--- src/isa_pkg.sv ---
/*
 * Instruction set of the small core back end.
 * Opcodes, the second operand word and the rules for evaluating an
 * operation. Shared by dispatch, the execution unit and the checker.
 */

package isa_pkg;

    localparam int XLEN  = 32;             // Architectural value width
    localparam int IMM_W = 16;             // Immediate field width
    localparam int REG_W = 5;              // Source tag field width

    typedef enum logic [2:0] {
        OP_ADD  = 3'd0,
        OP_SUB  = 3'd1,
        OP_XOR  = 3'd2,
        OP_AND  = 3'd3,
        OP_ADDI = 3'd4,                    // src1 + sign-extended imm
        OP_XORI = 3'd5                     // src1 ^ sign-extended imm
    } opcode_e;

    // Tag view of operand 2, upper bits unused
    typedef struct packed {
        logic [IMM_W-REG_W-1:0] pad;
        logic [REG_W-1:0]       tag;
    } operand2_src_t;

    // Same word read as a register tag or as an immediate
    typedef union packed {
        operand2_src_t    src;
        logic [IMM_W-1:0] imm;
    } operand2_u;

    function automatic logic op_uses_imm(opcode_e op);
        return (op == OP_ADDI) || (op == OP_XORI);
    endfunction

    function automatic logic [XLEN-1:0] imm_sext(logic [IMM_W-1:0] imm);
        return {{(XLEN-IMM_W){imm[IMM_W-1]}}, imm};
    endfunction

    function automatic logic [XLEN-1:0] alu_eval(opcode_e op, logic [XLEN-1:0] a,
                                                 logic [XLEN-1:0] b);
        case (op)
            OP_ADD, OP_ADDI: return a + b;
            OP_SUB:          return a - b;
            OP_XOR, OP_XORI: return a ^ b;
            OP_AND:          return a & b;
            default:         return '0;   // Unused encodings
        endcase
    endfunction

endpackage

--- src/uarch_pkg.sv ---
/*
 * Microarchitecture definitions of the back end.
 * Physical tag and value widths, value file size and the
 * reservation-station entry layout passed between the stages.
 */

package uarch_pkg;

    //////////////////////////////
    // Widths and sizes
    //////////////////////////////

    localparam int TAG_W    = isa_pkg::REG_W;   // Physical tag bits
    localparam int NUM_TAGS = 1 << TAG_W;       // Value file words
    localparam int VALUE_W  = isa_pkg::XLEN;    // Data path width

    typedef logic [TAG_W-1:0]   tag_t;
    typedef logic [VALUE_W-1:0] value_t;

    //////////////////////////////
    // Station entry
    //////////////////////////////

    // One waiting operation with its operand readiness
    typedef struct packed {
        logic               valid;              // Slot holds an operation
        isa_pkg::opcode_e   op;
        tag_t               dest;               // Result tag broadcast on CDB
        tag_t               src1;
        logic               src1_ready;
        isa_pkg::operand2_u operand2;           // Tag or immediate by opcode
        logic               src2_ready;         // Set at once for immediates
    } rs_entry_t;

endpackage
--- src/dispatch_stage.sv ---
/*
 * Dispatch stage of the back end.
 * Registers one incoming operation per cycle and marks its sources
 * ready from a pending-tag scoreboard, cleared by CDB broadcasts.
 */

`timescale 1ns/1ps

module dispatch_stage (
    input  logic                 clock,
    input  logic                 rst_n,
    input  logic                 disp_valid,
    input  isa_pkg::opcode_e     disp_op,
    input  uarch_pkg::tag_t      disp_dest,
    input  uarch_pkg::tag_t      disp_src1,
    input  isa_pkg::operand2_u   disp_operand2,
    input  logic                 cdb_valid,
    input  uarch_pkg::tag_t      cdb_tag,
    output logic                 alloc_valid,
    output uarch_pkg::rs_entry_t alloc_entry
);
    import isa_pkg::*;
    import uarch_pkg::*;

    logic [NUM_TAGS-1:0] pending_q;        // Tag has a producer in flight
    logic                src1_rdy;
    logic                src2_rdy;
    tag_t                src2_tag;
    rs_entry_t           entry_d;

    //////////////////////////////
    // Readiness lookup
    //////////////////////////////

    always_comb begin
        src2_tag = disp_operand2.src.tag;
        // A broadcast this cycle counts, scoreboard clears only at the edge
        src1_rdy = !pending_q[disp_src1] || (cdb_valid && (cdb_tag == disp_src1));
        src2_rdy = op_uses_imm(disp_op) || !pending_q[src2_tag]
                   || (cdb_valid && (cdb_tag == src2_tag));

        entry_d            = '0;
        entry_d.valid      = 1'b1;
        entry_d.op         = disp_op;
        entry_d.dest       = disp_dest;
        entry_d.src1       = disp_src1;
        entry_d.src1_ready = src1_rdy;
        entry_d.operand2   = disp_operand2;
        entry_d.src2_ready = src2_rdy;
    end

    //////////////////////////////
    // Scoreboard
    //////////////////////////////

    always_ff @(posedge clock or negedge rst_n) begin
        if (!rst_n) begin
            pending_q <= '0;
        end else begin
            if (cdb_valid)
                pending_q[cdb_tag] <= 1'b0;    // Producer done
            if (disp_valid)
                pending_q[disp_dest] <= 1'b1;  // New producer, wins over clear
        end
    end

    // Pipeline register toward the station
    always_ff @(posedge clock or negedge rst_n) begin
        if (!rst_n)
            alloc_valid <= 1'b0;
        else
            alloc_valid <= disp_valid;
    end

    always_ff @(posedge clock) begin
        if (disp_valid)
            alloc_entry <= entry_d;
    end

    // Source only reuses a dest tag once its last producer has completed
    a_dest_not_pending: assert property (@(posedge clock) disable iff (!rst_n)
        disp_valid |-> (!pending_q[disp_dest] || (cdb_valid && (cdb_tag == disp_dest))));

endmodule

--- src/exec_unit.sv ---
/*
 * Execution unit of the back end.
 * Stage 1 reads operands from the physical value file and runs the
 * ALU, stage 2 registers the result onto the CDB. The value file
 * is written from the CDB at the end of the broadcast cycle.
 */

`timescale 1ns/1ps

module exec_unit (
    input  logic                 clock,
    input  logic                 rst_n,
    input  logic                 ex_valid,
    input  uarch_pkg::rs_entry_t ex_entry,
    output logic                 cdb_valid,
    output uarch_pkg::tag_t      cdb_tag,
    output uarch_pkg::value_t    cdb_value
);
    import isa_pkg::*;
    import uarch_pkg::*;

    value_t vfile_q [NUM_TAGS];            // Physical value file
    value_t opnd_a;
    value_t opnd_b;
    value_t result;
    tag_t   src2_tag;

    //////////////////////////////
    // Stage 1, read and compute
    //////////////////////////////

    always_comb begin
        src2_tag = ex_entry.operand2.src.tag;
        opnd_a   = vfile_q[ex_entry.src1];
        if (op_uses_imm(ex_entry.op))
            opnd_b = imm_sext(ex_entry.operand2.imm);   // Immediate view
        else
            opnd_b = vfile_q[src2_tag];                 // Register view
        result = alu_eval(ex_entry.op, opnd_a, opnd_b);
    end

    //////////////////////////////
    // Stage 2, CDB register
    //////////////////////////////

    always_ff @(posedge clock or negedge rst_n) begin
        if (!rst_n)
            cdb_valid <= 1'b0;
        else
            cdb_valid <= ex_valid;
    end

    always_ff @(posedge clock) begin
        if (ex_valid) begin
            cdb_tag   <= ex_entry.dest;
            cdb_value <= result;
        end
    end

    // File update trails the broadcast by one edge
    always_ff @(posedge clock or negedge rst_n) begin
        if (!rst_n) begin
            for (int i = 0; i < NUM_TAGS; i++) begin
                vfile_q[i] <= '0;
            end
        end else if (cdb_valid) begin
            vfile_q[cdb_tag] <= cdb_value;
        end
    end

    // Consumers are woken by the CDB, so a source never equals the tag in flight
    a_no_raw_hazard: assert property (@(posedge clock) disable iff (!rst_n)
        (ex_valid && cdb_valid) |-> (ex_entry.src1 != cdb_tag
            && (op_uses_imm(ex_entry.op) || src2_tag != cdb_tag)));

endmodule

--- src/issue_select.sv ---
/*
 * Oldest-first issue selector.
 * Keeps an age matrix over the station slots, updated on each
 * allocation, and grants the ready entry with no older ready entry.
 */

`timescale 1ns/1ps

module issue_select #(
    parameter int RS_DEPTH = 8
) (
    input  logic                                clock,
    input  logic                                rst_n,
    input  uarch_pkg::rs_entry_t [RS_DEPTH-1:0] entries,
    input  logic                                alloc_valid,
    input  logic [$clog2(RS_DEPTH)-1:0]         alloc_slot,
    output logic                                issue_valid,
    output logic [$clog2(RS_DEPTH)-1:0]         issue_idx
);
    localparam int IDX_W = $clog2(RS_DEPTH);

    // Row i holds a 1 for every slot older than slot i
    logic [RS_DEPTH-1:0][RS_DEPTH-1:0] older_q;
    logic [RS_DEPTH-1:0]               valid_vec;
    logic [RS_DEPTH-1:0]               ready_vec;
    logic [RS_DEPTH-1:0]               grant;

    always_comb begin
        issue_idx = '0;
        for (int i = 0; i < RS_DEPTH; i++) begin
            valid_vec[i] = entries[i].valid;
            ready_vec[i] = entries[i].valid && entries[i].src1_ready && entries[i].src2_ready;
        end
        for (int i = 0; i < RS_DEPTH; i++) begin
            grant[i] = ready_vec[i] && !(|(older_q[i] & ready_vec));  // No older ready
            if (grant[i])
                issue_idx = IDX_W'(i);
        end
        issue_valid = |grant;
    end

    //////////////////////////////
    // Age matrix update
    //////////////////////////////

    always_ff @(posedge clock or negedge rst_n) begin
        if (!rst_n) begin
            older_q <= '0;
        end else if (alloc_valid) begin
            for (int i = 0; i < RS_DEPTH; i++) begin
                if (i == int'(alloc_slot))
                    older_q[i] <= valid_vec & ~(RS_DEPTH'(1) << alloc_slot);  // All live are older
                else
                    older_q[i][alloc_slot] <= 1'b0;  // Newcomer younger than everyone
            end
        end
    end

    a_one_grant: assert property (@(posedge clock) disable iff (!rst_n)
        $onehot0(grant));

    // Matrix stays acyclic, so some ready entry is always the oldest
    a_ready_granted: assert property (@(posedge clock) disable iff (!rst_n)
        (|ready_vec) |-> issue_valid);

endmodule

--- src/ooo_core_top.sv ---
/*
 * Top level of the out-of-order back end.
 * Chains dispatch, reservation station, issue selector and execution
 * unit, and sets the station depth for the station and the selector.
 */

`timescale 1ns/1ps

module ooo_core_top #(
    parameter int RS_DEPTH = 8
) (
    input  logic               clock,
    input  logic               rst_n,
    input  logic               disp_valid,
    input  isa_pkg::opcode_e   disp_op,
    input  uarch_pkg::tag_t    disp_dest,
    input  uarch_pkg::tag_t    disp_src1,
    input  isa_pkg::operand2_u disp_operand2,
    output logic               cdb_valid,
    output uarch_pkg::tag_t    cdb_tag,
    output uarch_pkg::value_t  cdb_value,
    output logic               credit_return
);
    import uarch_pkg::*;

    localparam int IDX_W = $clog2(RS_DEPTH);

    // Dispatch to station
    logic                      alloc_valid;
    rs_entry_t                 alloc_entry;
    // Station to selector and back
    rs_entry_t [RS_DEPTH-1:0]  entries;
    logic [IDX_W-1:0]          alloc_slot;
    logic                      issue_valid;
    logic [IDX_W-1:0]          issue_idx;
    // Station to execution
    logic                      ex_valid;
    rs_entry_t                 ex_entry;

    dispatch_stage i_dispatch_stage (
        .clock, .rst_n, .disp_valid, .disp_op, .disp_dest, .disp_src1, .disp_operand2,
        .cdb_valid, .cdb_tag, .alloc_valid, .alloc_entry
    );

    reservation_station #(.RS_DEPTH(RS_DEPTH)) i_reservation_station (
        .clock, .rst_n, .alloc_valid, .alloc_entry, .cdb_valid, .cdb_tag,
        .issue_valid, .issue_idx, .entries, .alloc_slot, .ex_valid, .ex_entry,
        .credit_return
    );

    issue_select #(.RS_DEPTH(RS_DEPTH)) i_issue_select (
        .clock, .rst_n, .entries, .alloc_valid, .alloc_slot, .issue_valid, .issue_idx
    );

    exec_unit i_exec_unit (
        .clock, .rst_n, .ex_valid, .ex_entry, .cdb_valid, .cdb_tag, .cdb_value
    );

endmodule

--- src/reservation_station.sv ---
/*
 * Reservation station of the back end.
 * Holds RS_DEPTH waiting operations, fills the lowest free slot,
 * wakes operands on CDB tag match and hands the issued entry to
 * the execution unit while returning one credit per freed slot.
 */

`timescale 1ns/1ps

module reservation_station #(
    parameter int RS_DEPTH = 8
) (
    input  logic                                  clock,
    input  logic                                  rst_n,
    input  logic                                  alloc_valid,
    input  uarch_pkg::rs_entry_t                  alloc_entry,
    input  logic                                  cdb_valid,
    input  uarch_pkg::tag_t                       cdb_tag,
    input  logic                                  issue_valid,
    input  logic [$clog2(RS_DEPTH)-1:0]           issue_idx,
    output uarch_pkg::rs_entry_t [RS_DEPTH-1:0]   entries,
    output logic [$clog2(RS_DEPTH)-1:0]           alloc_slot,
    output logic                                  ex_valid,
    output uarch_pkg::rs_entry_t                  ex_entry,
    output logic                                  credit_return
);
    import isa_pkg::*;
    import uarch_pkg::*;

    localparam int IDX_W = $clog2(RS_DEPTH);

    rs_entry_t [RS_DEPTH-1:0] rs_q;         // Current entries
    rs_entry_t [RS_DEPTH-1:0] rs_d;         // Next-state entries
    logic      [RS_DEPTH-1:0] valid_vec;
    logic      [RS_DEPTH-1:0] free_vec;     // Free now or freed by issue

    //////////////////////////////
    // Free slot search
    //////////////////////////////

    always_comb begin
        for (int i = 0; i < RS_DEPTH; i++) begin
            valid_vec[i] = rs_q[i].valid;
        end
        free_vec = ~valid_vec;
        if (issue_valid)
            free_vec[issue_idx] = 1'b1;     // Issuing slot reusable this edge

        // Walk down so the lowest free index wins
        alloc_slot = '0;
        for (int i = RS_DEPTH - 1; i >= 0; i--) begin
            if (free_vec[i])
                alloc_slot = IDX_W'(i);
        end
    end

    //////////////////////////////
    // Next state
    //////////////////////////////

    always_comb begin
        rs_d = rs_q;

        if (issue_valid)
            rs_d[issue_idx].valid = 1'b0;   // Clear issued entry

        if (alloc_valid && |free_vec)
            rs_d[alloc_slot] = alloc_entry;

        // CDB wakeup, also covers the entry being written now
        for (int i = 0; i < RS_DEPTH; i++) begin
            if (rs_d[i].valid && cdb_valid) begin
                if (rs_d[i].src1 == cdb_tag)
                    rs_d[i].src1_ready = 1'b1;
                if (!op_uses_imm(rs_d[i].op) && (rs_d[i].operand2.src.tag == cdb_tag))
                    rs_d[i].src2_ready = 1'b1;  // Tag view only for register ops
            end
        end
    end

    always_ff @(posedge clock or negedge rst_n) begin
        if (!rst_n)
            rs_q <= '0;
        else
            rs_q <= rs_d;
    end

    assign entries = rs_q;

    //////////////////////////////
    // Issue register and credits
    //////////////////////////////

    always_ff @(posedge clock or negedge rst_n) begin
        if (!rst_n) begin
            ex_valid      <= 1'b0;
            credit_return <= 1'b0;
        end else begin
            ex_valid      <= issue_valid;
            credit_return <= issue_valid;   // One credit per freed slot
        end
    end

    always_ff @(posedge clock) begin
        if (issue_valid)
            ex_entry <= rs_q[issue_idx];
    end

    // Credit flow keeps the source from overfilling the station
    a_no_alloc_when_full: assert property (@(posedge clock) disable iff (!rst_n)
        alloc_valid |-> (!(&valid_vec) || issue_valid));

    // Selector only grants what the station holds as ready
    a_issue_is_ready: assert property (@(posedge clock) disable iff (!rst_n)
        issue_valid |-> (rs_q[issue_idx].valid && rs_q[issue_idx].src1_ready
                         && rs_q[issue_idx].src2_ready));

endmodule

--- config.mk ---
export PLATFORM = sky130hd
export DESIGN_NAME = ooo_core_top
export DESIGN_NICKNAME = d
export VERILOG_FILES = /design/src/isa_pkg.sv /design/src/uarch_pkg.sv /design/src/dispatch_stage.sv /design/src/exec_unit.sv /design/src/issue_select.sv /design/src/ooo_core_top.sv /design/src/reservation_station.sv
export SDC_FILE = /design/constraint.sdc
export NUM_CORES = 2
export LEC_CHECK = 0
export ABC_CLOCK_PERIOD_IN_PS = 6100
export BUFFER_PORTS_ARGS = -buffer_cell sky130_fd_sc_hd__buf_2
export CORE_MARGIN = 3
export CORE_UTILIZATION = 58
export CTS_BUF_LIST = sky130_fd_sc_hd__clkbuf_4 sky130_fd_sc_hd__clkbuf_8 sky130_fd_sc_hd__clkbuf_16
export DETAILED_ROUTE_END_ITERATION = 6
export PLACE_DENSITY = 0.77
export SYNTH_ARGS = -nofsm -noshare
export SYNTH_HDL_FRONTEND = slang
export SYNTH_SLANG_ARGS = --single-unit
--- constraint.sdc ---
create_clock -name clock -period 6.1 [get_ports clock]
set_input_delay 0.305 -clock clock [delete_from_list [all_inputs] [get_ports clock]]
set_output_delay 0.305 -clock clock [all_outputs]
set_load 0.01 [all_outputs]
; Yosys cells after proc, flatten, opt, wreduce, memory -nomap -nowiden
; Cells that the tools add are included.
[classes]
add_sub_neg = 2
magnitude_cmp = 14
n_eq_ne = 48
n_shift = 1
n_mux = 91
bitwise_logic = 29
reduce_logical = 93
[op_table]
columns = op, n
row1 = $bwmux W1024, 1
row2 = $bwmux W256, 2
row3 = $mux W256, 2
row4 = $bmux W32 S5, 2
row5 = $mux W32, 10
row6 = $demux W32 S3, 2
row7 = $demux W32 S5, 1
row8 = $and A8 B8 Y8, 17
row9 = $pmux W32 S4, 1
row10 = $bmux W32 S3, 1
row11 = $eq A5 B5 Y1, 18
row12 = $reduce_or A8 Y1, 10
row13 = $mux W8, 9
row14 = $and A32 B32 Y32, 2
row15 = $eq A3 B3 Y1 const B, 20
row16 = $logic_and A1 B1 Y1, 48
row17 = $mux W3, 14
row18 = $mux W1, 39
row19 = $add A32 B32 Y32, 1
row20 = $not A32 Y32, 1
row21 = $or A32 B32 Y32, 1
row22 = $sub A32 B32 Y32, 1
row23 = $xor A32 B32 Y32, 1
row24 = $mux W31, 1
row25 = other kinds (22), 73
[word_totals]
reg_bits = 1476
input_bits = 32
output_inout_bits = 39
word_cells = 390

; Longest topological paths before layout
[logic_depth]
ltp_word = 39
depth_mapped = 30
ltp_nobuf = 23

; By module
; A second synthesis with hierarchy kept.
[hier_totals]
hier_cells = 5671
area_unflattened_um2 = 80031.8
[modules_own_cells]
columns = module, n_inst, cells_per_inst, area_each_um2, seq_area_each_um2
row1 = exec_unit, 1, 4051, 59345.7, 26760.7
row2 = reservation_station, 1, 990, 14191.1, 7392.1
row3 = issue_select, 1, 407, 3508.4, 1601.5
row4 = dispatch_stage, 1, 223, 2986.6, 1756.7

; Least setup slack after synthesis
; Ideal clock, no wire load.
[synth_path]
path_type = flip-flop to flip-flop
start = reg i_reservation_station.ex_entry[18] (netlist name)
end = reg i_exec_unit.cdb_value[30], data pin
setup_time_ns = 0.259
t_arrival_ns = 5.763
t_required_ns = 5.841
setup_slack_ns = 0.078
stages_incl_launch_ff = 20
path_buffers = 4
period_less_slack_ns = 6.022
cell_sequence = edfxtp_1 clkbuf_1 clkbuf_1 clkbuf_1 buf_1 mux4_2 mux4_2 mux2_2 ha_1 nor2b_1 o21ai_0 a21boi_0 o21ai_0 a21boi_0 o32ai_1 o21ai_0 a31oi_1 o21ai_0 nor4b_1 a211o_1
[synth_between]
elab_chain_cells = 6
word_cells_on_any_way = 9
classes_between = add/sub: 2 / mux: 4 / bitwise: 3
[synth_lines]
columns = item, line_no
row1 = $not A5 Y6 (implied by the code) (*), exec_unit.sv:34  ; opnd_a = vfile_q[ex_entry.src1];
row2 = $bmux W32 S5 (*), exec_unit.sv:34
row3 = $mux W32 (implied by the code) (*) (2 in series), exec_unit.sv:34
row4 = $sub A32 B32 Y32 (tied with other cells), isa_pkg.sv:46  ; OP_SUB: return a - b;
row5 = $pmux W32 S4 (*), isa_pkg.sv:44  ; case (op)
row6 = end signal: assignment, exec_unit.sv:56  ; cdb_value <= result;
row7 = end: declaration, exec_unit.sv:17  ; output uarch_pkg::value_t cdb_value
; Mark *: on every way between the ends. The rest lies on a longest branch, timed or not. The select of a mux whose other input is x is not followed.
; A chain may end at the register's enable or synchronous reset.

; Worst setup path in the final report
[layout_path]
start = reg i_reservation_station.ex_entry[1] (netlist name)
end = reg i_exec_unit.cdb_value[30], data pin
[layout_between]
elab_chain_cells = 7
word_cells_on_any_way = 10
classes_between = add/sub: 2 / mux: 5 / bitwise: 3
[layout_lines]
columns = item, line_no
row1 = $not A5 Y6 (implied by the code), exec_unit.sv:38  ; opnd_b = vfile_q[src2_tag];
row2 = $bmux W32 S5, exec_unit.sv:38
row3 = $mux W32 (implied by the code) (2 in series), exec_unit.sv:38
row4 = $mux W32 (*), exec_unit.sv:35  ; if (op_uses_imm(ex_entry.op))
row5 = $sub A32 B32 Y32 (tied with other cells), isa_pkg.sv:46
row6 = $pmux W32 S4 (*), isa_pkg.sv:44
; Marked as above.

==> impl_metrics.yaml <==
die:
  rows: 134
  start_util_pct: 58.8
  core_mm2: 0.134
  ios: 71
  die_area_mm2: 0.141
  die_y_um: 375
  die_w_um: 375
status:
  outcome: "finished, violations left"
  violations: "design-rule violations"
grt:
  grt_pass1_wl_um: 360000
  grt_pass1_vias: 55800
  grt-ovfl-total: 0
  antenna_found_initial: 3
  grt_usage_pct: 34.2
  grt_start_max_net_pins: 186
clock_tree:
  cts.sinks: 1476
  clk_latency_ns: 0.83
  cts_root_buf: "clkbuf_16"
  cts_tree: "done"
  clk_pin_slew_ns: 0.08
  clock_path_buffers: 3
  cts_buffers: 160
  htreeDepth: 4
worst_hold_path:
  hold_start: "disp_valid"
  min_path_type: "input port to flop"
  holdPathStages: 2
  hold_end: "i_dispatch_stage.alloc_valid$_DFF_PN0_"
timing:
  max_freq_ghz: 0.166
  timing.final.ws_setup_ns: 0.0722
  setup_viol: 0
  timing_max_transition_violations_final: 0
  fin_skew_ns: 0.0484
  hold_violations: 0
  tightest_slew_ns: 1.34
  min_period_over_period_pct: 98.8
  maxSlewHeadroom_pct: 10.8
  fin_crit_ns: 6.03
yosys:
  ys.warnings.count: 0
  ys_ff_latch: 1476
  ys.flop_type: "dfrtp_1"
  mappedNetlistArea_mm2: 0.0790
  synthesis.nets: 5867
  syn_avg_cell_area_um2: 13.7
  syn_inst: 5770
  synth.distinct_cells: 96
  async_flop_share_pct: 93.4
  synth-edff-count: 97
  yosysSeqAreaShare_pct: 47.3
placed_design:
  portBuffers: 70
  hpwl_um: 144000
  post-place-ws_ns: -0.109
  globalplace.congestion: 0.940
power:
  ir_drop_mv: 0.462
  leakagePower_nw: 38.9
  p_total_mw: 59.2
  p_per_area_mw_per_mm2: 671
setup_path:
  reg2reg_from: "i_reservation_station.ex_entry[1]$_DFFE_PN_"
  cp.arrival_ns: 6.74
  r2r_setup_slack_ns: 0.07
  reg2reg_depth: 22
  crit_path_end_kind: "flop"
  critPathRequiredTime_ns: 6.81
  worstSetupStartpointType: "flop"
  r2r-end: "i_exec_unit.cdb_value[30]$_SDFFCE_PN0P_"
  critPathKind: "flop to flop"
  cp_max_fo: 7
drt:
  vias: 54700
  drc: 1
  wirelength_um: 241000
  ant_nets: 0
  first_pass_iters: 7
  drtIter0Drc: 7235
  wire_per_inst_um: 31.5
  vias_per_cell: 7.12
layout:
  drive_above_1_share_pct: 41.8
  synthToLayoutAreaGrowth_pct: 11.6
  fin_nets: 5877
run:
  maxCapViolCount: 0
-- worst max path at each step --
| stage | startpoint | to | slack [ns] | cells after the start |
|---|---|---|---|---|
| floorplan | i_reservation_station.ex_entry[18]$_DFFE_PN_ | i_exec_unit.cdb_value[30]$_SDFFCE_PN0P_ | 0.08 | 19 |
| detailed placement | i_reservation_station.ex_entry[1]$_DFFE_PN_ | i_exec_unit.cdb_value[30]$_SDFFCE_PN0P_ | -0.11 | 23 |
| finish | i_reservation_station.ex_entry[1]$_DFFE_PN_ | i_exec_unit.cdb_value[30]$_SDFFCE_PN0P_ | 0.07 | 22 |
| CTS | i_reservation_station.ex_entry[1]$_DFFE_PN_ | i_exec_unit.cdb_value[23]$_SDFFCE_PN0P_ | 0.04 | 22 |
| global route | i_reservation_station.ex_entry[1]$_DFFE_PN_ | i_exec_unit.cdb_value[30]$_SDFFCE_PN0P_ | -0.09 | 22 |
| global placement | i_reservation_station.ex_entry[1]$_DFFE_PN_ | i_exec_unit.cdb_value[30]$_SDFFCE_PN0P_ | 0.0001 | 23 |
-- stage by stage --
step | area, µm² | setup TNS (ns) | hold WS, ns | instances | util (%)
after floorplan | 79000 | 0 | 0.00941 | 5770 | -
after global placement | 81700 | 0 | 0.402 | 7328 | 60.8
after detailed placement | 81700 | -0.109 | 0.391 | 7328 | 60.8
after CTS | 87600 | 0 | 0.00365 | 7642 | 65.1
after global routing | 88200 | -0.136 | 0.0512 | 7669 | 65.6
final | 88200 | 0 | 0.0383 | 7672 | 65.6
-- Yosys cell counts, drive strengths merged (19+ instances only) --
cell type  count  area share (%)
dfrtp       1379              44
mux2        1131              16
mux4         625              18
nand2        495             2.4
clkbuf       334             1.6
o21ai        279             1.8
buf          179             1.4
nor2         147            0.70
mux2i        114             1.4
edfxtp        97             3.7
a21oi         87            0.57
xnor2         68            0.75
ha            64             1.0
inv           62            0.29
nand3         58            0.37
xor2          53            0.59
nor3          40            0.27
o22ai         39            0.31
a211oi        38            0.37
a22o          36            0.40
nand4         33            0.27
a222oi        31            0.39
nor2b         22            0.17
o221ai        22            0.24
a211o         21            0.23
o31ai         21            0.23
a21o          20            0.19
a32o          19            0.24
-- report_power, final --
part / total [mW] / internal, mW / switching [mW]
combinational: 31.2 / 14.9 / 16.3
clock: 10.2 / 5.96 / 4.22
sequential: 17.8 / 14.1 / 3.68
total: 59.2 / 35.0 / 24.2
-- registers in the layout (all words and copies together) (netlist names) --
register                        flops
i_exec_unit.vfile_q              1024
i_reservation_station.entries     256
i_issue_select.older_q             64
i_dispatch_stage.pending_q         32
i_exec_unit.cdb_value              32
i_dispatch_stage.alloc_entry       31
i_reservation_station.ex_entry     29
i_exec_unit.cdb_tag                 5
i_dispatch_stage.alloc_valid        1
i_exec_unit.cdb_valid               1
i_reservation_station.ex_valid      1
-- layout make-up --
cell class / instances / area (µm²)
tap: 1768 / 2210
timing repair buffer: 361 / 3160
sequential: 1476 / 37400
clock buffer: 232 / 4820
fill: 9376 / 46300
antenna: 3 / 7.51
inverter: 65 / 246
multi-input combinational: 3716 / 39600
clock inverter: 51 / 722
-- critical path, cell delays in order (launching register included) --
cell       delay [ns]
edfxtp_1         0.66
clkbuf_16        0.29
mux4_2           0.51
mux4_2           0.53
a21oi_4          0.18
a31oi_4          0.08
nor3_4           0.28
nand4_4          0.14
or4b_4           0.60
o21ai_1          0.24
xnor2_1          0.16
ha_1             0.30
a21o_1           0.19
a21o_1           0.19
a21oi_2          0.17
o21bai_1         0.07
a21oi_1          0.18
o21ai_2          0.13
a31oi_2          0.25
buf_4            0.15
o21ai_0          0.12
nor4b_1          0.35
a211o_1          0.14
-- logic make-up (layout without fill, tap and decap cells) --
| kind of cell | Yosys count | after routing | share of synthesized area (%) |
|---|---|---|---|
| compound gates | 749 | 749 | 6.41 |
| xor+xnor | 121 | 121 | 1.34 |
| fa+ha+maj | 65 | 65 | 1.04 |
| buf+inv | 578 | 709 | 3.27 |
| simple gates | 911 | 911 | 5.17 |
| other cells | 0 | 3 | 0 |
| mux | 1870 | 1870 | 35.4 |
| flops | 1476 | 1476 | 47.3 |
-- repair_timing --
| item | 4_1_cts | 5_1_grt |
|---|---|---|
| cloned | 0 | 5 |
| endpoints found under the setup margin | 3 | 9 |
| hold buffers | 30 | 0 |
| pin swaps | 1 | 27 |
| buffers inserted | 1 | 22 |
| resized for setup | 2 | 67 |
| endpoints found under the hold margin | 161 | 0 |
-- routing by layer --
metal	vias up	track usage [%]	wire length, µm
li1	22000	-	-
met1	28500	47.4	92600
met2	3448	51.6	110000
met3	721	8.72	27200
met4	4	15.2	11800
met5	-	0	22
-- placed cells by master (no fill, tap or decap), types with 30 or more instances in the layout --
| master | count |
|---|---|
| nand3_1 | 57 |
| clkbuf_16 | 167 |
| buf_12 | 31 |
| clkbuf_8 | 39 |
| a211oi_1 | 37 |
| xor2_1 | 53 |
| a222oi_1 | 31 |
| ha_1 | 62 |
| dlygate4sd3_1 | 30 |
| nor2_1 | 125 |
| mux2_2 | 1131 |
| nand4_1 | 32 |
| o21ai_0 | 266 |
| mux4_2 | 611 |
| clkbuf_4 | 31 |
| dfrtp_1 | 1378 |
| inv_1 | 60 |
| buf_4 | 217 |
| edfxtp_1 | 97 |
| mux2i_1 | 113 |
| a21oi_1 | 77 |
| nor3_1 | 35 |
| a22o_1 | 34 |
| buf_2 | 69 |
| xnor2_1 | 67 |
| o22ai_1 | 39 |
| nand2_1 | 475 |
Power figures use the tool's default switching activity.
